### config.mk
export PLATFORM = sky130hd
export DESIGN_NAME = slide_commit
export DESIGN_NICKNAME = d
export VERILOG_FILES = /design/src/verilog/slide_pkg.sv /design/src/verilog/slide_commit.sv
export VERILOG_INCLUDE_DIRS = /design/src /design/src/verilog
export SDC_FILE = /design/constraint.sdc
export NUM_CORES = 1
export LEC_CHECK = 0
export BUFFER_PORTS_ARGS = -buffer_cell sky130_fd_sc_hd__buf_2
export CAP_MARGIN = 20
export CORE_ASPECT_RATIO = 2
export CORE_UTILIZATION = 32
export CTS_BUF_LIST = sky130_fd_sc_hd__clkbuf_8
export DETAILED_ROUTE_END_ITERATION = 8
export PLACE_DENSITY = 0.62
export SYNTH_ARGS = -nofsm -noshare
export SYNTH_HDL_FRONTEND = slang
export SYNTH_SLANG_ARGS = --single-unit
### constraint.sdc
create_clock -name clk_i -period 5.8 [get_ports clk_i]
set_input_delay 1.16 -clock clk_i [delete_from_list [all_inputs] [get_ports clk_i]]
set_output_delay 1.16 -clock clk_i [all_outputs]
set_load 0.01 [all_outputs]
### src/verilog/slide_macros.svh
// Sizes shared by the slide unit RTL and its testbench
// Include wherever a lane count, a depth or a field width is needed
`ifndef SLIDE_MACROS_SVH
`define SLIDE_MACROS_SVH

// Datapath geometry
`define SLIDE_NR_LANES     4
`define SLIDE_LANE_BYTES   8
// One full word spans every lane
`define SLIDE_WORD_BYTES   (`SLIDE_NR_LANES * `SLIDE_LANE_BYTES)
// Full words per vector register, 128 bytes in all
`define SLIDE_REG_WORDS    4

// Queue depths
`define SLIDE_INSN_DEPTH   4
`define SLIDE_RESULT_DEPTH 2

// Field widths
`define SLIDE_ID_W         3
`define SLIDE_ADDR_W       8

`endif

### src/verilog/slide_pkg.sv
// Types and helpers of the slide unit
// Ports name these by scope, module bodies import the package
`include "slide_macros.svh"

package slide_pkg;

  typedef enum logic {
    SLIDE_UP,
    SLIDE_DOWN
  } slide_op_e;

  // Element width code, log2 of the element size in bytes
  typedef enum logic [1:0] {
    SEW8,
    SEW16,
    SEW32,
    SEW64
  } sew_e;

  typedef logic [`SLIDE_LANE_BYTES*8-1:0] lane_word_t;
  typedef logic [`SLIDE_LANE_BYTES-1:0]   lane_strb_t;
  // Byte count over a whole register, 0 up to 128
  typedef logic [7:0]                     byte_cnt_t;
  typedef logic [`SLIDE_ID_W-1:0]         insn_id_t;
  typedef logic [4:0]                     vreg_t;

  typedef struct packed {
    insn_id_t  id;
    slide_op_e op;
    sew_e      sew;
    byte_cnt_t vl;      // bytes once queued
    byte_cnt_t offset;  // bytes once queued
    vreg_t     vd;
  } slide_insn_t;

  // Element count scaled to bytes
  function automatic byte_cnt_t slide_to_bytes(byte_cnt_t elems, sew_e sew);
    return byte_cnt_t'(elems << int'(sew));
  endfunction

  // Result words written by a queued instruction, vl and offset in bytes
  // Slide-up skips the words wholly below the offset
  function automatic int unsigned slide_beat_count(slide_insn_t insn);
    int unsigned first_word;
    int unsigned end_word;
    first_word = (insn.op == SLIDE_UP) ? int'(insn.offset) / `SLIDE_WORD_BYTES : 0;
    end_word   = (int'(insn.vl) + `SLIDE_WORD_BYTES - 1) / `SLIDE_WORD_BYTES;
    return end_word - first_word;
  endfunction

endpackage

### src/verilog/slide_commit.sv
`timescale 1ns/100ps
// Commit tracker of the slide unit
// Counts granted words per lane and signals done once every lane has
// written all words of the oldest instruction
`include "slide_macros.svh"

module slide_commit (
  input  logic                       clk_i,
  input  logic                       rst_ni,
  input  slide_pkg::slide_insn_t     commit_insn_i,
  input  logic                       commit_valid_i,
  output logic                       commit_pop_o,
  input  logic [`SLIDE_NR_LANES-1:0] lane_pop_i,
  output logic                       done_o,
  output slide_pkg::insn_id_t        done_id_o
);
  import slide_pkg::*;

  // A fast lane may lead the slowest by up to a full result buffer
  localparam int unsigned CNT_W = $clog2(`SLIDE_REG_WORDS + `SLIDE_RESULT_DEPTH + 1);

  logic [CNT_W-1:0] pop_cnt_q [`SLIDE_NR_LANES];
  logic [CNT_W-1:0] beats;
  logic             all_done;

  assign beats = CNT_W'(slide_beat_count(commit_insn_i));

  // Head is complete when every lane has popped all its words
  always_comb begin
    all_done = commit_valid_i;
    for (int l = 0; l < `SLIDE_NR_LANES; l++) begin
      if (pop_cnt_q[l] < beats) begin
        all_done = 1'b0;
      end
    end
  end

  assign done_o       = all_done;
  assign done_id_o    = commit_insn_i.id;
  assign commit_pop_o = all_done;

  // Words beyond the head already belong to the next instruction
  always_ff @(posedge clk_i or negedge rst_ni) begin
    if (!rst_ni) begin
      for (int l = 0; l < `SLIDE_NR_LANES; l++) begin
        pop_cnt_q[l] <= '0;
      end
    end else begin
      for (int l = 0; l < `SLIDE_NR_LANES; l++) begin
        pop_cnt_q[l] <= pop_cnt_q[l] - (all_done ? beats : '0) + CNT_W'(lane_pop_i[l]);
      end
    end
  end

endmodule

==> summary by stage <==
Logic synthesis
In the post-synthesis netlist, the biggest area contributors are sky130_fd_sc_hd__dfrtp_1 29%, sky130_fd_sc_hd__ha_1 23%, sky130_fd_sc_hd__xnor2_1 15%. Summing the areas of all xor and xnor instances in the mapped netlist gives 18.0% of the synthesized area. The synthesized netlist devotes 10.6% of its cell area to simple gates. The cell type contributing the most total cell area after synthesis is sky130_fd_sc_hd__dfrtp_1.

The largest family of logic cells by synthesized area is adder cells. After synthesis the cells add up to 0.00105 mm². After synthesis the netlist holds a flip-flop and latch count of 12.

Of the total synthesized cell area, the portion taken by full adders, half adders and majority gates is 30.3%. The area share of the largest cell type after synthesis is 28.7%. During synthesis, Yosys emitted a total of 0 warnings. Synthesis produced 94 cells. Yosys mapped the design onto 25 distinct sky130hd cell types. The mux cell area share after synthesis is 0%. A synthesized cell averages 11.1 µm².

Summing the areas of all compound-gate instances in the mapped netlist gives 6.81% of the synthesized area. The number of nets in the synthesized netlist is 151. Summing the sequential cell areas from Yosys gives 28.7% of the chip area.

Timing
The worst path needs 5.49 ns of the cycle, external delays included. The hold violation total from the final report is 0. The part of the cycle the worst path needs is 94.7%. The number of pins with negative max-slew slack in the final report came to 0. Setup repair after global routing left no endpoint under its margin. On the final layout, the worst clock skew is 0.00166 ns.

The fmax is 182 MHz. At the pin with the least slew margin, the transition time is 0.285 ns. Measured against its own limit, the worst slew margin works out to 81.0%.

The count of endpoints failing setup in the final report is 0. The tightest hold margin is 0.609 ns. Once routing completed, OpenROAD measured the worst setup slack at 0.305 ns.

Setup path
In this run the register-to-register setup slack is 3.09 ns. The kind of cell with the highest combined delay along the critical path is simple AND/OR/NAND/NOR gates. The worst setup path is launched from a primary input.

The slowest cell on the critical path is sky130_fd_sc_hd__or4_4. For the worst setup path, the data arrival time is 4.33 ns. The number of cells on the worst reg-to-reg path is 12. At the worst endpoint, the required time is 4.64 ns. The critical path's largest stage delay is 0.54 ns. Counting both buffers and inverters, the worst setup path holds a total of 5. The endpoint identified for the worst register-to-register timing path is pop_cnt_q[11].

The maximum fanout count along the critical path is 4. The most common cell type on the critical path is sky130_fd_sc_hd__ha_1. The reg-to-reg critical path startpoint is pop_cnt_q[10]. The start-to-end type of the worst setup path is in -> out. Walking the worst path, the cells encountered are buf_2, or4_4, or3_2, nand2_1, ha_1, inv_1, ha_1, xnor2_1, xnor3_1, xnor2_2, buf_4, ha_1, o21ai_0, o21bai_1, nand4_1, inv_2, buf_2.

STA classifies the critical path endpoint as a primary output.

Final layout
The multi-input gate area in the final layout is 699 µm². The footprint of the flip-flops and latches is 300 µm². The library cell used most frequently in the layout, excluding fill and tap cells, is sky130_fd_sc_hd__buf_2. At the end of the flow, the number of nets in the layout was 174. The layout cell share with drive strength beyond 1 is 30.4%.

The register with the most flip-flops in the layout has 12 of them. The largest registers in the layout are pop_cnt_q (12). The count of non-filler cells in the finished layout is 146.

Once layout is complete, the utilization of the core stands at 38.8%. More flip-flops sit in one register than any other, and that register is pop_cnt_q. The top cell types in the final layout, fill and taps aside, are 20 x sky130_fd_sc_hd__buf_2, 19 x sky130_fd_sc_hd__ha_1, 17 x sky130_fd_sc_hd__xnor2_1. The count of fill cells added during filler insertion is 330. The area added between synthesis and finish is 17.0%. The final antenna diode count is 0.

Floorplanning
For this design the top-level I/O count stands at 39. For this configuration, the core starts out at a cell density of 33.2%. The die footprint is 0.00352 mm².

The number of rows created at floorplan is 29. The total area inside the core boundary comes to 0.00316 mm². In this run the horizontal extent of the chip is 42.5 µm. In this run the vertical extent of the chip is 82.9 µm.

Global route
The via count of the first global-routing pass is 797. The first-pass GRT wire length is 3580 µm. In the global route stage, overall resource usage came out at 13.6%.

Global routing finished with a remaining overflow of 0. The number of antenna violations at the first check in global routing was 0. The largest net degree at the start of global routing is 13.

Power and ir drop
The peak supply drop is 0.173 mV. The overall power is 0.602 mW. The static leakage is 0.570 nW.

The power density relative to cell area is 492 mW/mm².

Min path
The worst hold path terminates at pop_cnt_q[5]. The startpoint identified for the worst hold timing path is pop_cnt_q[5]. The worst hold path stage count is 2.

The worst hold path belongs to the class reg -> reg.

Job
The max-cap violation count is 0.

Detailed routing
For this block, the initial DRC count from the detailed router was 6. In the routed design, unresolved DRC markers number 0. In the routed layout, each cell is associated on average with a via count of 5.10.

The final layout contains routed wiring with a total length of 2040 µm. The average routed wire per standard cell is 14.0 µm. The pre-antenna-repair detailed-routing pass consisted of 3 iterations. Summing over every cut layer, the via total after detailed routing is 745. The detail route stage leaves a number of antenna-violating nets equal to 0.

Placement
The final HPWL from detailed placement is 1740 µm. The number of buffers inserted by port buffering is 20. The post-placement setup slack is -0.0194 ns. The routability congestion estimate is 0.779.

The number of placed instances, taps included, is 143.

CTS
The clock passes through at most 2 buffers. The number of levels in the clock H-tree is 1. The later pin in the worst-skew pair is clocked with a latency of 0.24 ns. Clock tree synthesis selected as its root buffer the cell sky130_fd_sc_hd__clkbuf_8.

The total clock buffers created by CTS is 3. The setup fix buffers added after clock tree synthesis is 0. The clock-pin slew on the worst setup and hold paths is 0.05 ns. The CTS tree is built.

The clock sink total is 12.

Run status
The run finished with clean final reports.
-- metrics by stage --
step,setup TNS [ns],cell area (µm²)
6_report,0,1220
5_1_grt,0,1220
4_1_cts,0,1210
3_5_place_dp,-0.0194,1170
3_3_place_gp,0,1170
2_1_floorplan,0,1050
-- cell families (layout without fill, tap and decap cells) --
| kind of cell | Yosys count | count (layout) |
|---|---|---|
| adder cells (fa/ha/maj) | 23 | 23 |
| AND/OR/NAND/NOR | 18 | 18 |
| AO/OA/AOI/OAI | 10 | 10 |
| flip-flops | 12 | 12 |
| XOR/XNOR | 20 | 20 |
| buffers and inverters | 11 | 32 |
-- what timing repair did --
action	CTS	global route
setup endpoints to repair	0	5
hold buffers	0	0
gates resized for setup	0	4
-- synthesized netlist by cell type --
master	number
sky130_fd_sc_hd__nor3_1	2
sky130_fd_sc_hd__dfrtp_1	12
sky130_fd_sc_hd__nor2_4	1
sky130_fd_sc_hd__nor2_1	3
sky130_fd_sc_hd__xnor3_1	1
sky130_fd_sc_hd__o21ai_0	5
sky130_fd_sc_hd__nor2b_1	1
sky130_fd_sc_hd__or3_2	1
sky130_fd_sc_hd__buf_4	4
sky130_fd_sc_hd__o211ai_2	1
sky130_fd_sc_hd__ha_1	19
sky130_fd_sc_hd__a22oi_1	1
sky130_fd_sc_hd__fa_1	4
sky130_fd_sc_hd__o221a_2	1
sky130_fd_sc_hd__and2b_2	1
sky130_fd_sc_hd__nand4_1	1
sky130_fd_sc_hd__o21bai_1	2
sky130_fd_sc_hd__nand2_1	2
sky130_fd_sc_hd__nand2b_1	2
sky130_fd_sc_hd__xnor2_1	18
sky130_fd_sc_hd__or3_1	3
sky130_fd_sc_hd__or4_4	1
sky130_fd_sc_hd__inv_1	6
sky130_fd_sc_hd__buf_2	1
sky130_fd_sc_hd__xor2_1	1
-- worst max path at each step --
stage	cells after the start	end	slack, ns	from
detailed placement	22	pop_cnt_q[2]	-0.02	commit_insn_i[16]
floorplan	21	pop_cnt_q[2]	0.13	commit_insn_i[16]
global route	24	pop_cnt_q[2]	0.02	commit_insn_i[16]
global placement	22	pop_cnt_q[2]	0.1	commit_insn_i[16]
finish	17	commit_pop_o	0.31	commit_insn_i[16]
CTS	22	pop_cnt_q[2]	0.20	commit_insn_i[16]
-- cell type report --
| cell class | count | share of cell area (%) |
|---|---|---|
| multi-input cells | 71 | 57.1 |
| repair buffers | 23 | 10.0 |
| well taps | 31 | 3.17 |
| flip-flops and latches | 12 | 24.5 |
| inverters | 6 | 1.84 |
| clock buffers | 3 | 3.37 |
-- metal layers --
metal	global-route usage, %	part of all wire [%]
met5	0	0
met4	8.52	2.4
met3	0.870	3.0
met2	25.6	60
met1	13.3	34
-- power breakdown --
group | internal (mW) | switching (mW)
logic | 0.191 | 0.166
registers | 0.133 | 0.0364
clock network | 0.0457 | 0.0302
total | 0.370 | 0.233
-- worst min-delay path: cells and delay by family, from the launching register on --
family                    cells  cell delay, ns
DFF                           1            0.37
xor gates and xnor gates      2            0.20
Note: power is estimated with default switching activity, not from simulation.
