<file path="src/verilog/slide_macros.svh">
// Sizes shared by the slide unit RTL and its testbench
// Include wherever a lane count, a depth or a field width is needed
`ifndef SLIDE_MACROS_SVH
`define SLIDE_MACROS_SVH

// Datapath geometry
`define SLIDE_NR_LANES     4
`define SLIDE_LANE_BYTES   8
// One full word spans every lane
`define SLIDE_WORD_BYTES   (`SLIDE_NR_LANES * `SLIDE_LANE_BYTES)
// Full words per vector register, 128 bytes in all
`define SLIDE_REG_WORDS    4

// Queue depths
`define SLIDE_INSN_DEPTH   4
`define SLIDE_RESULT_DEPTH 2

// Field widths
`define SLIDE_ID_W         3
`define SLIDE_ADDR_W       8

`endif

</file>
<file path="src/verilog/slide_pkg.sv">
// Types and helpers of the slide unit
// Ports name these by scope, module bodies import the package
`include "slide_macros.svh"

package slide_pkg;

  typedef enum logic {
    SLIDE_UP,
    SLIDE_DOWN
  } slide_op_e;

  // Element width code, log2 of the element size in bytes
  typedef enum logic [1:0] {
    SEW8,
    SEW16,
    SEW32,
    SEW64
  } sew_e;

  typedef logic [`SLIDE_LANE_BYTES*8-1:0] lane_word_t;
  typedef logic [`SLIDE_LANE_BYTES-1:0]   lane_strb_t;
  // Byte count over a whole register, 0 up to 128
  typedef logic [7:0]                     byte_cnt_t;
  typedef logic [`SLIDE_ID_W-1:0]         insn_id_t;
  typedef logic [4:0]                     vreg_t;

  typedef struct packed {
    insn_id_t  id;
    slide_op_e op;
    sew_e      sew;
    byte_cnt_t vl;      // bytes once queued
    byte_cnt_t offset;  // bytes once queued
    vreg_t     vd;
  } slide_insn_t;

  // Element count scaled to bytes
  function automatic byte_cnt_t slide_to_bytes(byte_cnt_t elems, sew_e sew);
    return byte_cnt_t'(elems << int'(sew));
  endfunction

  // Result words written by a queued instruction, vl and offset in bytes
  // Slide-up skips the words wholly below the offset
  function automatic int unsigned slide_beat_count(slide_insn_t insn);
    int unsigned first_word;
    int unsigned end_word;
    first_word = (insn.op == SLIDE_UP) ? int'(insn.offset) / `SLIDE_WORD_BYTES : 0;
    end_word   = (int'(insn.vl) + `SLIDE_WORD_BYTES - 1) / `SLIDE_WORD_BYTES;
    return end_word - first_word;
  endfunction

endpackage

</file>
<file path="src/verilog/slide_insn_queue.sv">
`timescale 1ns/100ps
// Circular queue of accepted slide instructions
// The issue head is registered for the engine, the commit head is read
// straight from storage. An entry frees only when its instruction commits
`include "slide_macros.svh"

module slide_insn_queue (
  input  logic                   clk_i,
  input  logic                   rst_ni,
  input  logic                   insn_valid_i,
  input  slide_pkg::insn_id_t    insn_id_i,
  input  slide_pkg::slide_op_e   insn_op_i,
  input  slide_pkg::sew_e        insn_sew_i,
  input  slide_pkg::byte_cnt_t   insn_vl_i,
  input  slide_pkg::byte_cnt_t   insn_offset_i,
  input  slide_pkg::vreg_t       insn_vd_i,
  output logic                   insn_ready_o,
  output slide_pkg::slide_insn_t issue_insn_o,
  output logic                   issue_valid_o,
  input  logic                   issue_pop_i,
  output slide_pkg::slide_insn_t commit_insn_o,
  output logic                   commit_valid_o,
  input  logic                   commit_pop_i
);
  import slide_pkg::*;

  localparam int unsigned DEPTH = `SLIDE_INSN_DEPTH;
  localparam int unsigned PNT_W = $clog2(DEPTH);
  localparam int unsigned CNT_W = PNT_W + 1;

  slide_insn_t      mem_q [DEPTH];
  slide_insn_t      new_insn;
  logic [PNT_W-1:0] accept_pnt_q, issue_pnt_q, commit_pnt_q;
  logic [PNT_W-1:0] issue_pnt_d;
  // Pending issue, and everything not yet committed
  logic [CNT_W-1:0] issue_cnt_q, commit_cnt_q;
  logic [CNT_W-1:0] issue_cnt_d;
  logic             accept;

  function automatic logic [PNT_W-1:0] next_pnt(logic [PNT_W-1:0] pnt);
    return (pnt == PNT_W'(DEPTH - 1)) ? '0 : pnt + 1'b1;
  endfunction

  // Full means every entry waits for commit
  assign insn_ready_o = (commit_cnt_q != CNT_W'(DEPTH));
  assign accept       = insn_valid_i && insn_ready_o;

  // Offset and vl are held in bytes from here on
  always_comb begin
    new_insn        = '0;
    new_insn.id     = insn_id_i;
    new_insn.op     = insn_op_i;
    new_insn.sew    = insn_sew_i;
    new_insn.vl     = slide_to_bytes(insn_vl_i, insn_sew_i);
    new_insn.offset = slide_to_bytes(insn_offset_i, insn_sew_i);
    new_insn.vd     = insn_vd_i;
  end

  assign issue_pnt_d = issue_pop_i ? next_pnt(issue_pnt_q) : issue_pnt_q;
  assign issue_cnt_d = issue_cnt_q + CNT_W'(accept) - CNT_W'(issue_pop_i);

  always_ff @(posedge clk_i or negedge rst_ni) begin
    if (!rst_ni) begin
      accept_pnt_q  <= '0;
      issue_pnt_q   <= '0;
      commit_pnt_q  <= '0;
      issue_cnt_q   <= '0;
      commit_cnt_q  <= '0;
      issue_valid_o <= 1'b0;
    end else begin
      if (accept) begin
        accept_pnt_q <= next_pnt(accept_pnt_q);
      end
      if (commit_pop_i) begin
        commit_pnt_q <= next_pnt(commit_pnt_q);
      end
      issue_pnt_q   <= issue_pnt_d;
      issue_cnt_q   <= issue_cnt_d;
      commit_cnt_q  <= commit_cnt_q + CNT_W'(accept) - CNT_W'(commit_pop_i);
      issue_valid_o <= (issue_cnt_d != '0);
    end
  end

  // Storage, plus the issue head one cycle after accept or pop
  always_ff @(posedge clk_i) begin
    if (accept) begin
      mem_q[accept_pnt_q] <= new_insn;
    end
    // Empty issue side, the new instruction goes straight to the head
    if (accept && accept_pnt_q == issue_pnt_d) begin
      issue_insn_o <= new_insn;
    end else begin
      issue_insn_o <= mem_q[issue_pnt_d];
    end
  end

  assign commit_insn_o  = mem_q[commit_pnt_q];
  assign commit_valid_o = (commit_cnt_q != '0);

endmodule

</file>
<file path="config.mk">
export PLATFORM = sky130hd
export DESIGN_NAME = slide_insn_queue
export DESIGN_NICKNAME = d
export VERILOG_FILES = /design/src/verilog/slide_pkg.sv /design/src/verilog/slide_insn_queue.sv
export VERILOG_INCLUDE_DIRS = /design/src /design/src/verilog
export SDC_FILE = /design/constraint.sdc
export NUM_CORES = 1
export LEC_CHECK = 0
export BUFFER_PORTS_ARGS = -buffer_cell sky130_fd_sc_hd__buf_2
export CAP_MARGIN = 25
export CORE_UTILIZATION = 60
export DETAILED_ROUTE_END_ITERATION = 10
export PLACE_DENSITY = 0.84
export SLEW_MARGIN = 20
export SYNTH_ARGS = -nofsm -noshare
export SYNTH_HDL_FRONTEND = slang
export SYNTH_SLANG_ARGS = --single-unit
</file>
<file path="constraint.sdc">
create_clock -name clk_i -period 6.56 [get_ports clk_i]
set_clock_uncertainty 0.15 [all_clocks]
set_input_delay 0.656 -clock clk_i [delete_from_list [all_inputs] [get_ports clk_i]]
set_output_delay 0.656 -clock clk_i [all_outputs]
set_load 0.005 [all_outputs]
</file>
==> flow_metrics.env <==
export IMPL_outcome="finished, final reports clean"
export IMPL_p_seq_share_pct=38.2
export IMPL_netlist_area_mm2=0.00564
export IMPL_critPathRequiredTime_ps=5750
export IMPL_port_buffers=88
export IMPL_dpl_cell_area_mm2=0.00614
export IMPL_holdCritStartpoint="insn_vd_i[1]"
export IMPL_grt_pass1_vias=3371
export IMPL_setup_slack_ps=3650
export IMPL_cp_num_buf_inv=1
export IMPL_core_mm2=0.00920
export IMPL_drv_slew=0
export IMPL_fp_dieArea_mm2=0.00980
export IMPL_hp_class="in2reg"
export IMPL_wire_per_inst_um=23.3
export IMPL_avgSynthCellArea_um2=21.0
export IMPL_drc=0
export IMPL_cpMaxStageDelayCell="dfrtp_4"
export IMPL_synthCells=269
export IMPL_fin_tns_setup_ps=0
export IMPL_via_per_inst=6.37
export IMPL_finalWirelength_mm=11.5
export IMPL_clk_pin_slew_ps=60
export IMPL_dp_slack_ps=3790
export IMPL_cts_tree="done"
export IMPL_max_cap_viol_count=0
export IMPL_tightest_slew_ps=613
export IMPL_path_cells="mux4_1 -> buf_2"
export IMPL_root_buffer="clkbuf_8"
export IMPL_ios=89
export IMPL_clkSinkCount=123
export IMPL_cts_buffer_depth=2
export IMPL_max_clock_freq_ghz=0.344
export IMPL_p_switching_mw=0.959
export IMPL_place_congestion=0.820
export IMPL_worstSetupPathType="reg2out"
export IMPL_post_route_cell_area_mm2=0.00678
export IMPL_power_density_mw_per_mm2=476
export IMPL_overflow=0
export IMPL_detail_route_antenna_nets=0
export IMPL_area_growth_pct=20.1
export IMPL_placed_cells=458
export IMPL_critical_path_max_fanout=30
export IMPL_max_slew_margin_pct=59.2
export IMPL_period_share_pct=44.3
export IMPL_drtPass1Iterations=5
export IMPL_numCtsBuffers=17
export IMPL_grt_pass1_wl_mm=18.1
export IMPL_hpwlAfterDp_mm=6.67
export IMPL_cts_resized=0
export IMPL_p_int_mw=2.27
export IMPL_synth_seq_area_share_pct=63.9
export IMPL_p_clk_share_pct=28.1
export IMPL_ys_seq_elements=123
export IMPL_final_cells=492
export IMPL_combPwrFrac_pct=33.6
export IMPL_layout_common_cells="108 x edfxtp_1, 88 x buf_2, 53 x mux4_2"
export IMPL_final_common_cell="edfxtp_1"
export IMPL_ir_drop_uv=303
export IMPL_syn_num_nets=312
export IMPL_start_kind="register"
export IMPL_antenna_found_initial=0
export IMPL_end_kind="output pin"
export IMPL_start_util_pct=61.4
export IMPL_startpoint="commit_pnt_q[0]"
export IMPL_clock_latency_ps=510
export IMPL_setup_viol=0
export IMPL_grt_usage_pct=26.2
export IMPL_cpPeakStageDelay_ps=830
export IMPL_htree_levels=4
export IMPL_switching_share_pct=29.7
export IMPL_rsz0062_at_grt="no"
export IMPL_p_leak_nw=2.56
export IMPL_num_vias=3133
export IMPL_whs_ps=208
export IMPL_num_rows=35
export IMPL_cpLargestDelayFamily="flip-flops"
export IMPL_crit_arrival_ps=2100
export IMPL_nets=411
export IMPL_diodes=0
export IMPL_period_minus_slack_ps=2910
export IMPL_dieHeight_um=99.0
export IMPL_chipWidth_um=99.0
export IMPL_grt_max_degree=31
export IMPL_drive_above_1_share_pct=48.0
export IMPL_reg2reg_from="commit_cnt_q[1]"
export IMPL_hold_violations=0
export IMPL_ys_warn_count=0
export IMPL_drt_first_iter_violations=204
export IMPL_ys_types=31
-- cell type report --
class | count | area [µm²]
clock buffers | 28 | 581
fillers | 552 | 2420
well taps | 111 | 139
clock inverters | 4 | 20.0
inverters | 9 | 33.8
flip-flops and latches | 123 | 3610
repair buffers | 96 | 515
multi-input cells | 121 | 1880
-- timing repair --
action	CTS	global route
endpoints found under the hold margin	13	0
hold buffers	1	0
setup buffers	0	0
-- metrics by stage --
step	total power [mW]	utilization, %
3_3_place_gp	2.28	66.8
6_report	3.23	73.7
2_1_floorplan	1.93	-
3_5_place_dp	2.32	66.8
4_1_cts	3.25	73.5
5_1_grt	3.39	73.7
-- worst register-to-register path, delay by kind of cell (launching register included) --
family | cells | cell delay [ps]
adders and majority gates | 3 | 680
DFF | 1 | 460
buffers and inverters | 1 | 40
and+or+nand+nor | 3 | 920
xor gates and xnor gates | 1 | 390
-- power by group through the flow --
stage | Sequential (mW) | Clock [mW] | Combinational (mW)
2_1_floorplan | 1.13 | 0 | 0.802
3_3_place_gp | 1.26 | 0 | 1.01
5_1_grt | 1.27 | 0.953 | 1.17
3_5_place_dp | 1.28 | 0 | 1.04
6_report | 1.24 | 0.908 | 1.09
4_1_cts | 1.28 | 0.920 | 1.05
-- path summary, 6_finish.rpt --
kind,to,cells after the start,slack (ps)
worst max register to register,issue_valid_o,8,3800
max in group asynchronous,commit_pnt_q[0],2,5580
worst min-delay path,mem_q[1][1],1,210
min in group asynchronous,issue_valid_o,2,410
worst max-delay path,commit_insn_o[1],2,3650
worst min register to register,issue_pnt_q[0],1,360
-- layer usage --
layer	up-vias	GRT usage, %	wire [µm]
li1	1327	-	-
met1	1608	33.1	4360
met2	171	43.4	6060
met3	27	5.67	746
met4	0	13.2	306
met5	-	0	0
-- cell families after synthesis --
kind of cell,after synthesis,share of synthesized area [%]
buffers and inverters,25,2.82
xor gates and xnor gates,5,1.02
adders and majority gates,11,2.71
and+or+nand+nor,21,2.66
DFF,123,63.9
muxes,80,26.3
AOI/OAI and AO/OA,4,0.576
-- cell usage after synthesis --
cell	count	share of area, %
xor2_1	1	0.16
or3_1	2	0.22
mux2i_1	24	4.3
mux4_1	1	0.47
buf_6	4	0.80
buf_12	1	0.35
or4bb_1	1	0.20
fa_1	2	0.71
nor2_1	3	0.20
o2bb2ai_1	2	0.31
o211ai_1	2	0.27
or3b_2	1	0.16
dfrtp_1	13	5.8
nor2b_1	1	0.11
nor3b_2	1	0.22
nand2_1	2	0.13
and3b_1	4	0.62
edfxtp_1	108	57
ha_1	9	2.0
nand4bb_1	1	0.20
clkbuf_2	1	0.089
buf_2	8	0.71
nor3b_1	2	0.27
nand2b_1	3	0.33
buf_4	2	0.27
mux4_2	53	21
dfxtp_1	2	0.71
xnor2_1	3	0.47
xnor3_1	1	0.40
mux2_2	2	0.40
inv_1	9	0.60
-- flip-flops by register name (all words and copies together), names as in the netlist, named ones only --
signal / count
mem_q: 108
commit_cnt_q: 3
issue_cnt_q: 3
accept_pnt_q: 2
commit_pnt_q: 2
issue_pnt_q: 2
issue_valid_o: 1
Power figures use the tool's default switching activity.
