[config.mk]
export PLATFORM = sky130hd
export DESIGN_NAME = lane_result_buf
export DESIGN_NICKNAME = d
export VERILOG_FILES = /design/src/verilog/slide_pkg.sv /design/src/verilog/lane_result_buf.sv
export VERILOG_INCLUDE_DIRS = /design/src /design/src/verilog
export SDC_FILE = /design/constraint.sdc
export NUM_CORES = 1
export LEC_CHECK = 0
export BUFFER_PORTS_ARGS = -buffer_cell sky130_fd_sc_hd__buf_4
export CORE_ASPECT_RATIO = 2
export CORE_MARGIN = 2
export CORE_UTILIZATION = 56
export CTS_CLUSTER_SIZE = 16
export DETAILED_ROUTE_END_ITERATION = 10
export GPL_TIMING_DRIVEN = 0
export MAX_ROUTING_LAYER = met4
export PLACE_DENSITY = 0.84
export SYNTH_ARGS = -nofsm -noshare
export SYNTH_HDL_FRONTEND = slang
export SYNTH_SLANG_ARGS = --single-unit
[constraint.sdc]
create_clock -name clk_i -period 7 [get_ports clk_i]
set_input_delay 0.35 -clock clk_i [delete_from_list [all_inputs] [get_ports clk_i]]
set_output_delay 0.35 -clock clk_i [all_outputs]
set_load 0.02 [all_outputs]
[src/verilog/slide_macros.svh]
// Sizes shared by the slide unit RTL and its testbench
// Include wherever a lane count, a depth or a field width is needed
`ifndef SLIDE_MACROS_SVH
`define SLIDE_MACROS_SVH

// Datapath geometry
`define SLIDE_NR_LANES     4
`define SLIDE_LANE_BYTES   8
// One full word spans every lane
`define SLIDE_WORD_BYTES   (`SLIDE_NR_LANES * `SLIDE_LANE_BYTES)
// Full words per vector register, 128 bytes in all
`define SLIDE_REG_WORDS    4

// Queue depths
`define SLIDE_INSN_DEPTH   4
`define SLIDE_RESULT_DEPTH 2

// Field widths
`define SLIDE_ID_W         3
`define SLIDE_ADDR_W       8

`endif

[src/verilog/slide_pkg.sv]
// Types and helpers of the slide unit
// Ports name these by scope, module bodies import the package
`include "slide_macros.svh"

package slide_pkg;

  typedef enum logic {
    SLIDE_UP,
    SLIDE_DOWN
  } slide_op_e;

  // Element width code, log2 of the element size in bytes
  typedef enum logic [1:0] {
    SEW8,
    SEW16,
    SEW32,
    SEW64
  } sew_e;

  typedef logic [`SLIDE_LANE_BYTES*8-1:0] lane_word_t;
  typedef logic [`SLIDE_LANE_BYTES-1:0]   lane_strb_t;
  // Byte count over a whole register, 0 up to 128
  typedef logic [7:0]                     byte_cnt_t;
  typedef logic [`SLIDE_ID_W-1:0]         insn_id_t;
  typedef logic [4:0]                     vreg_t;

  typedef struct packed {
    insn_id_t  id;
    slide_op_e op;
    sew_e      sew;
    byte_cnt_t vl;      // bytes once queued
    byte_cnt_t offset;  // bytes once queued
    vreg_t     vd;
  } slide_insn_t;

  // Element count scaled to bytes
  function automatic byte_cnt_t slide_to_bytes(byte_cnt_t elems, sew_e sew);
    return byte_cnt_t'(elems << int'(sew));
  endfunction

  // Result words written by a queued instruction, vl and offset in bytes
  // Slide-up skips the words wholly below the offset
  function automatic int unsigned slide_beat_count(slide_insn_t insn);
    int unsigned first_word;
    int unsigned end_word;
    first_word = (insn.op == SLIDE_UP) ? int'(insn.offset) / `SLIDE_WORD_BYTES : 0;
    end_word   = (int'(insn.vl) + `SLIDE_WORD_BYTES - 1) / `SLIDE_WORD_BYTES;
    return end_word - first_word;
  endfunction

endpackage

[src/verilog/lane_result_buf.sv]
`timescale 1ns/100ps
// Result buffer of one lane
// Holds words pushed by the engine until the lane register file grants them
`include "slide_macros.svh"

module lane_result_buf (
  input  logic                     clk_i,
  input  logic                     rst_ni,
  input  logic                     push_i,
  input  logic [`SLIDE_ADDR_W-1:0] addr_i,
  input  slide_pkg::lane_word_t    wdata_i,
  input  slide_pkg::lane_strb_t    be_i,
  output logic                     full_o,
  output logic                     pop_o,
  output logic                     result_req_o,
  output logic [`SLIDE_ADDR_W-1:0] result_addr_o,
  output slide_pkg::lane_word_t    result_wdata_o,
  output slide_pkg::lane_strb_t    result_be_o,
  input  logic                     result_gnt_i
);
  import slide_pkg::*;

  localparam int unsigned DEPTH = `SLIDE_RESULT_DEPTH;
  localparam int unsigned PNT_W = $clog2(DEPTH);
  localparam int unsigned CNT_W = $clog2(DEPTH + 1);

  logic [`SLIDE_ADDR_W-1:0] addr_q  [DEPTH];
  lane_word_t               wdata_q [DEPTH];
  lane_strb_t               be_q    [DEPTH];
  logic [PNT_W-1:0]         wr_pnt_q, rd_pnt_q;
  logic [CNT_W-1:0]         cnt_q;

  assign full_o = (cnt_q == CNT_W'(DEPTH));

  // Head entry drives the lane request
  assign result_req_o   = (cnt_q != '0);
  assign result_addr_o  = addr_q[rd_pnt_q];
  assign result_wdata_o = wdata_q[rd_pnt_q];
  assign result_be_o    = be_q[rd_pnt_q];
  // Head leaves in the cycle of its grant
  assign pop_o          = result_req_o && result_gnt_i;

  always_ff @(posedge clk_i) begin
    if (push_i) begin
      addr_q[wr_pnt_q]  <= addr_i;
      wdata_q[wr_pnt_q] <= wdata_i;
      be_q[wr_pnt_q]    <= be_i;
    end
  end

  always_ff @(posedge clk_i or negedge rst_ni) begin
    if (!rst_ni) begin
      wr_pnt_q <= '0;
      rd_pnt_q <= '0;
      cnt_q    <= '0;
    end else begin
      if (push_i) begin
        wr_pnt_q <= (wr_pnt_q == PNT_W'(DEPTH - 1)) ? '0 : wr_pnt_q + 1'b1;
      end
      if (pop_o) begin
        rd_pnt_q <= (rd_pnt_q == PNT_W'(DEPTH - 1)) ? '0 : rd_pnt_q + 1'b1;
      end
      cnt_q <= cnt_q + CNT_W'(push_i) - CNT_W'(pop_o);
    end
  end

endmodule

==> results of run 1 <==
[cell families (layout without fill, tap and decap cells)]
family,count (synthesis),after routing
multiplexers,80,80
adder cells (fa/ha/maj),2,2
buffers and inverters,11,212
AO/OA/AOI/OAI,1,1
flip-flops,164,164
XOR/XNOR,4,4
AND/OR/NAND/NOR,4,4
[routing by layer]
metal	GRT usage [%]	share of wire (%)	wire length, um	vias up
met5	-	0	0	-
met4	10.2	2.8	329	0
met3	4.41	3.6	419	18
met2	35.6	60	6910	97
met1	20.2	34	3890	1502
li1	-	-	-	1428
[placed cells by master, fill, tap and decap left out]
cell / count
buf_4: 166
edfxtp_1: 160
mux2_4: 79
clkbuf_16: 17
buf_12: 10
bufinv_16: 4
dfrtp_1: 4
clkinv_4: 3
inv_1: 2
xnor2_1: 2
xor2_1: 2
ha_1: 2
clkbuf_1: 2
inv_6: 2
buf_6: 1
or2_2: 1
o21a_1: 1
nor2b_4: 1
and2_4: 1
nor2b_1: 1
mux2_2: 1
clkinv_2: 1
clkinvlp_4: 1
clkinv_1: 1
dlygate4sd3_1: 1
buf_16: 1
[Yosys cell counts]
cell      count  area [um2]
buf_12        8         160
mux2_2        1        11.3
and2_1        1        6.26
mux2_4       79        1190
or2_2         1        6.26
nor2b_1       2        12.5
buf_6         1        11.3
xor2_1        2        17.5
dfrtp_1       4         100
edfxtp_1    160        4800
inv_1         2        7.51
xnor2_1       2        17.5
o21a_1        1        7.51
ha_1          2        25.0
[report_power, final]
part	internal [mW]	switching (mW)
sequential	1.30	0.0555
combinational	0.735	0.692
clock	0.597	0.349
[area by class of cell]
type                            count  area share, %
Buffer                              9           2.02
Inverter                            2         0.0883
Timing Repair Buffer              170           15.6
Clock inverter                     12           2.12
Multi-Input combinational cell     91           15.3
Tap cell                          142           2.09
Clock buffer                       19           5.09
Sequential cell                   164           57.7
[worst reg2reg max path: cells and delay by family (launching register included)]
family / cells / cell delay (ns)
buffers and inverters: 1 / 0.29
and+or+nand+nor: 1 / 0.68
DFF: 1 / 0.42
[state kept, by name (all words and copies together), names as in the netlist]
register  flops
wdata_q     128
addr_q       16
wr_pnt_q      1
cnt_q         2
rd_pnt_q      1
be_q         16
[final timing paths]
kind	startpoint	to	cells past startpoint
setup / recovery	rd_pnt_q$_DFFE_PN0P_	result_addr_o[2]	4
hold / removal	wdata_i[27]	wdata_q[0][27]$_DFFE_PP_	1
setup reg to reg	wr_pnt_q$_DFFE_PN0P_	wdata_q[0][20]$_DFFE_PP_	2
hold reg to reg	cnt_q[1]$_DFF_PN0_	cnt_q[1]$_DFF_PN0_	1
max in group asynchronous	rst_ni	cnt_q[1]$_DFF_PN0_	2
min in group asynchronous	rst_ni	cnt_q[0]$_DFF_PN0_	2
[repair_timing]
| item | CTS | global route |
|---|---|---|
| hold buffers | 1 | 0 |
| buffers inserted | 0 | 0 |
| hold endpoints to repair | 4 | 0 |
| gates resized for setup | 0 | 0 |
==> results_dict.tcl, run 1 <==
set metrics [dict create \
    grt_max_degree 53 \
    insertion_delay_ns 0.40 \
    post_dp_cell_area_um2 7880 \
    outcome "finished clean" \
    syn2layout_area_growth_pct 33.3 \
    cts_buffer_depth 2 \
    crit_chain "buf_6 -> buf_12 -> mux2_4 -> buf_4" \
    antenna_left 0 \
    avgViaCountPerCell 5.00 \
    synth-compound-area-share_pct 0.118 \
    final_area_um2 8500 \
    fmax_ghz 0.507 \
    synth_adder_area_share_pct 0.393 \
    layout_setup_ws_ns 5.03 \
    max_cap_violations 0 \
    fp.dieH_um 155 \
    grt_setup_unrepaired "no" \
    synth_top_family_by_area "multiplexers" \
    syn_nets 352 \
    routed_wl_um 11600 \
    ys_seq_area_share_pct 77.0 \
    setup_tns_ns 0 \
    synthMuxAreaShare_pct 18.8 \
    power_mw 3.73 \
    r2r_slack_ns 5.29 \
    drv_slew 0 \
    pre_cts_slack_ns 5.19 \
    cts_tree "yes" \
    path_class "flop to output port" \
    synthCells 266 \
    synthSimpleGateAreaFrac_pct 0.393 \
    core_um2 11200 \
    place_congestion 0.739 \
    netlist_area_um2 6370 \
    portBuffers 166 \
    first_pass_iters 4 \
    pin_count 167 \
    grt_pass1_vias 3379 \
    synth-xor-area-share_pct 0.550 \
    final_hold_viol_count 0 \
    root_buffer "clkbuf_16" \
    antenna_found_initial 0 \
    diodes 0 \
    nNetsFinal 541 \
    num_rows 55 \
    drcViolationCount 0 \
    hpwlAfterDp_um 8090 \
    peakVddDrop_mv 0.291 \
    yosysUniqueCellTypes 14 \
    grt_first_pass_wirelength_um 17400 \
    cts_sinks 164 \
    wl_per_cell_um 19.0 \
    final-seq-area_um2 4900 \
    drive_gt1_share_pct 61.9 \
    cpPeakStageDelay_ns 0.34 \
    hold_slack_ns 0.128 \
    drt_iter0_markers 170 \
    track_usage_pct 20.1 \
    gr-total-overflow 0 \
    hp-class "primary input to flop" \
    leakagePower_nw 3.47 \
    critPathTopFamily "buffers and inverters" \
    die_w_um 79.4 \
    yosys_warnings 0 \
    multi_input_area_um2 1300 \
    cts_buffers 17 \
    finalCritPeriodShare_pct 28.2 \
    startpoint_type "flop" \
    period_minus_slack_ns 1.97 \
    vias 3045 \
    utilization_pct 75.8 \
    cp_data_arrival_time_ns 1.62 \
    die_area_um2 12300 \
    finalClockSkew_ns 0.00707 \
    clk_pin_slew_ns 0.06 \
    instances_no_fill 609 \
    slew_headroom_pct 43.7 \
    initial_utilization_pct 56.8 \
    critPathBufInv 3 \
    ys_ff_latch 164 \
    worst_slew_pin_slew_ns 0.843 \
    crit_path_end_kind "output port" \
    setup_viol 0 \
    crit_required_ns 6.65 \
    power_density_nw_per_um2 439 \
    dp.cells 577 \
    syn_area_per_cell_um2 24.0 \
    slowest_stage "dfrtp_1" \
    htreeDepth 4 \
    crit_path_max_fanout 10 \
    fillers 667 \
]
Power figures use the tool's default switching activity.
==> run 2: changes to the inputs <==
--- a/config.mk
+++ b/config.mk
@@ -9,12 +9,12 @@
 export BUFFER_PORTS_ARGS = -buffer_cell sky130_fd_sc_hd__buf_4
 export CORE_ASPECT_RATIO = 2
 export CORE_MARGIN = 2
-export CORE_UTILIZATION = 56
+export CORE_UTILIZATION = 52
 export CTS_CLUSTER_SIZE = 16
 export DETAILED_ROUTE_END_ITERATION = 10
 export GPL_TIMING_DRIVEN = 0
 export MAX_ROUTING_LAYER = met4
-export PLACE_DENSITY = 0.84
+export PLACE_DENSITY = 0.79
 export SYNTH_ARGS = -nofsm -noshare
 export SYNTH_HDL_FRONTEND = slang
 export SYNTH_SLANG_ARGS = --single-unit
==> constraint.sdc (replaced) <==
create_clock -name clk_i -period 1.9 [get_ports clk_i]
set_input_delay 0.095 -clock clk_i [delete_from_list [all_inputs] [get_ports clk_i]]
set_output_delay 0.095 -clock clk_i [all_outputs]
set_load 0.02 [all_outputs]
==> run 2 against run 1 <==
Sequential share of layout area decreased by 5.3 points. Sequential power increased to 3.7 times the previous value. Final area increased by 10%. Wire length increased by 9.4%. Clock power increased to 3.8 times the previous value. Die area increased by 7.4%. Clock skew increased by 0.0016 ns. Global-route usage increased by 0.80 points. Combinational power increased to 3.8 times the previous value. Flip-flop and latch count unchanged.
==> results_dict.tcl, run 2 (synthesized netlist as in run 1, its figures left out) <==
set metrics [dict create \
    r2r_slack_ns 0.29 \
    gr-total-overflow 0 \
    fp.dieH_um 161 \
    power_density_nw_per_um2 1500 \
    path_class "flop to output port" \
    drcViolationCount 0 \
    crit_required_ns 1.80 \
    pin_count 167 \
    critPathBufInv 3 \
    finalCritPeriodShare_pct 91.1 \
    htreeDepth 4 \
    cts-resized-gates 0 \
    die_area_um2 13200 \
    pre_cts_slack_ns 0.335 \
    cpPeakStageDelay_ns 0.34 \
    fmax_ghz 0.578 \
    setup_viol 0 \
    die_w_um 82.3 \
    timing.rr.end "wdata_q[0][22]$_DFFE_PP_" \
    clock_power_share_pct 25.9 \
    cts_buffers 17 \
    slew_headroom_pct 57.2 \
    avgViaCountPerCell 4.93 \
    top_regs "wdata_q x128, addr_q x16, be_q x16" \
    cp_data_arrival_time_ns 1.64 \
    crit_path_end_kind "output port" \
    peakVddDrop_mv 1.29 \
    intPower_mw 9.95 \
    outcome "finished clean" \
    worst_slew_pin_slew_ns 0.641 \
    setup_tns_ns 0 \
    first_pass_iters 4 \
    drive_gt1_share_pct 52.3 \
    power_mw 14.1 \
    vias 3442 \
    hold_path_depth 3 \
    crit_chain "buf_6 -> buf_12 -> mux2_4 -> buf_4" \
    insertion_delay_ns 0.41 \
    hp-class "primary input to flop" \
    num_rows 57 \
    grt_pass1_vias 3672 \
    antenna_left 0 \
    layout_setup_ws_ns 0.169 \
    p_switching_mw 4.12 \
    root_buffer "clkbuf_16" \
    grt_max_degree 68 \
    grt_first_pass_wirelength_um 19000 \
    track_usage_pct 20.9 \
    layout_common_cells "166 x buf_4, 160 x edfxtp_1, 84 x dlygate4sd3_1, 79 x mux2_4, 17 x clkbuf_16" \
    cts_sinks 164 \
    syn2layout_area_growth_pct 46.8 \
    worst_r2r_path_depth 2 \
    hp-start "result_gnt_i" \
    initial_utilization_pct 52.9 \
    period_minus_slack_ns 1.73 \
    switching_share_pct 29.3 \
    hpwlAfterDp_um 7760 \
    place_congestion 0.704 \
    final_hold_viol_count 0 \
    slowest_stage "dfrtp_1" \
    diodes 0 \
    routed_wl_um 12600 \
    drv_slew 0 \
    nNetsFinal 624 \
    fillers 637 \
    leakagePower_nw 3.82 \
    antenna_found_initial 0 \
    wl_per_cell_um 18.1 \
    crit_path_max_fanout 10 \
    core_um2 12100 \
    mostFrequentLayoutCell "buf_4" \
    max_cap_violations 0 \
    hold_end "rd_pnt_q$_DFFE_PN0P_" \
    cts_tree "yes" \
    portBuffers 166 \
    clk_pin_slew_ns 0.06 \
    grt_setup_unrepaired "no" \
    startpoint_type "flop" \
    cts_buffer_depth 2 \
    largest_register_ffs 128 \
    critPathTopFamily "buffers and inverters" \
    regMostFlops "wdata_q" \
    pwr-share-comb_pct 38.5 \
    seqPwrFrac_pct 35.7 \
    finalClockSkew_ns 0.00867 \
    drt_iter0_markers 185 \
    rr_startpoint "wr_pnt_q$_DFFE_PN0P_" \
]
## run 2: cell types whose count changed in the layout (fill, tap and decap cells not counted)
cell           change
bufinv_16          +1
clkinv_1           +2
clkinv_2           -1
clkinv_4           -2
dlygate4sd3_1     +83
inv_6              +1
## run 2: how the worst max path moves through the flow
stage / startpoint / endpoint / slack, ns / cells after the start
floorplan: wr_pnt_q$_DFFE_PN0P_ / addr_q[0][0]$_DFFE_PP_ / -0.13 / 1
global placement: wr_pnt_q$_DFFE_PN0P_ / wdata_q[0][35]$_DFFE_PP_ / -0.69 / 1
detailed placement: wr_pnt_q$_DFFE_PN0P_ / wdata_q[0][33]$_DFFE_PP_ / 0.34 / 2
CTS: rd_pnt_q$_DFFE_PN0P_ / result_be_o[7] / 0.15 / 4
global route: rd_pnt_q$_DFFE_PN0P_ / result_wdata_o[51] / 0.08 / 4
finish: rd_pnt_q$_DFFE_PN0P_ / result_wdata_o[51] / 0.17 / 4
## run 2: routing by layer
metal	GRT usage [%]	up-vias	wire, um
li1	-	1596	-
met1	21.6	1691	4430
met2	35.5	124	7210
met3	5.73	31	592
met4	9.77	0	410
met5	-	-	0
## run 2: per-stage QoR
| stage | instances | cell area [um2] | hold WS, ns | util (%) |
|---|---|---|---|---|
| 3_3_place_gp | 579 | 7810 | -0.104 | 64.8 |
| 6_report | 698 | 9360 | 0.0793 | 77.6 |
| 2_1_floorplan | 266 | 6380 | -0.201 | - |
| 5_1_grt | 698 | 9360 | 0.0844 | 77.6 |
| 3_5_place_dp | 582 | 7880 | -0.102 | 65.4 |
| 4_1_cts | 698 | 9360 | 0.0416 | 77.6 |
## run 2: worst register-to-register path: cells and delay by family (launching register included)
kind,cells,cell delay [ns]
flops,1,0.43
simple gates,1,0.55
buf+inv,1,0.29
## run 2: area by class of cell
type	instances	area [um2]	area share, %
clock buffers	19	433	4.63
well taps	147	184	1.97
multi-input cells	91	1300	13.9
flip-flops and latches	164	4900	52.4
clock inverters	13	204	2.18
inverters	2	7.51	0.0802
repair buffers	253	2150	23.0
plain buffers	9	171	1.83
## run 2: power groups by stage
stage	clock, mW	sequential (mW)	combinational, mW
2_1_floorplan	0	5.03	3.54
3_3_place_gp	0	5.07	5.13
3_5_place_dp	0	5.07	5.29
4_1_cts	3.70	5.01	5.47
5_1_grt	3.87	5.07	5.70
6_report	3.64	5.02	5.42
## run 2: timing repair
item                                   4_1_cts  5_1_grt
hold buffers                                84        0
setup buffers                                0        0
endpoints found under the hold margin      166        0
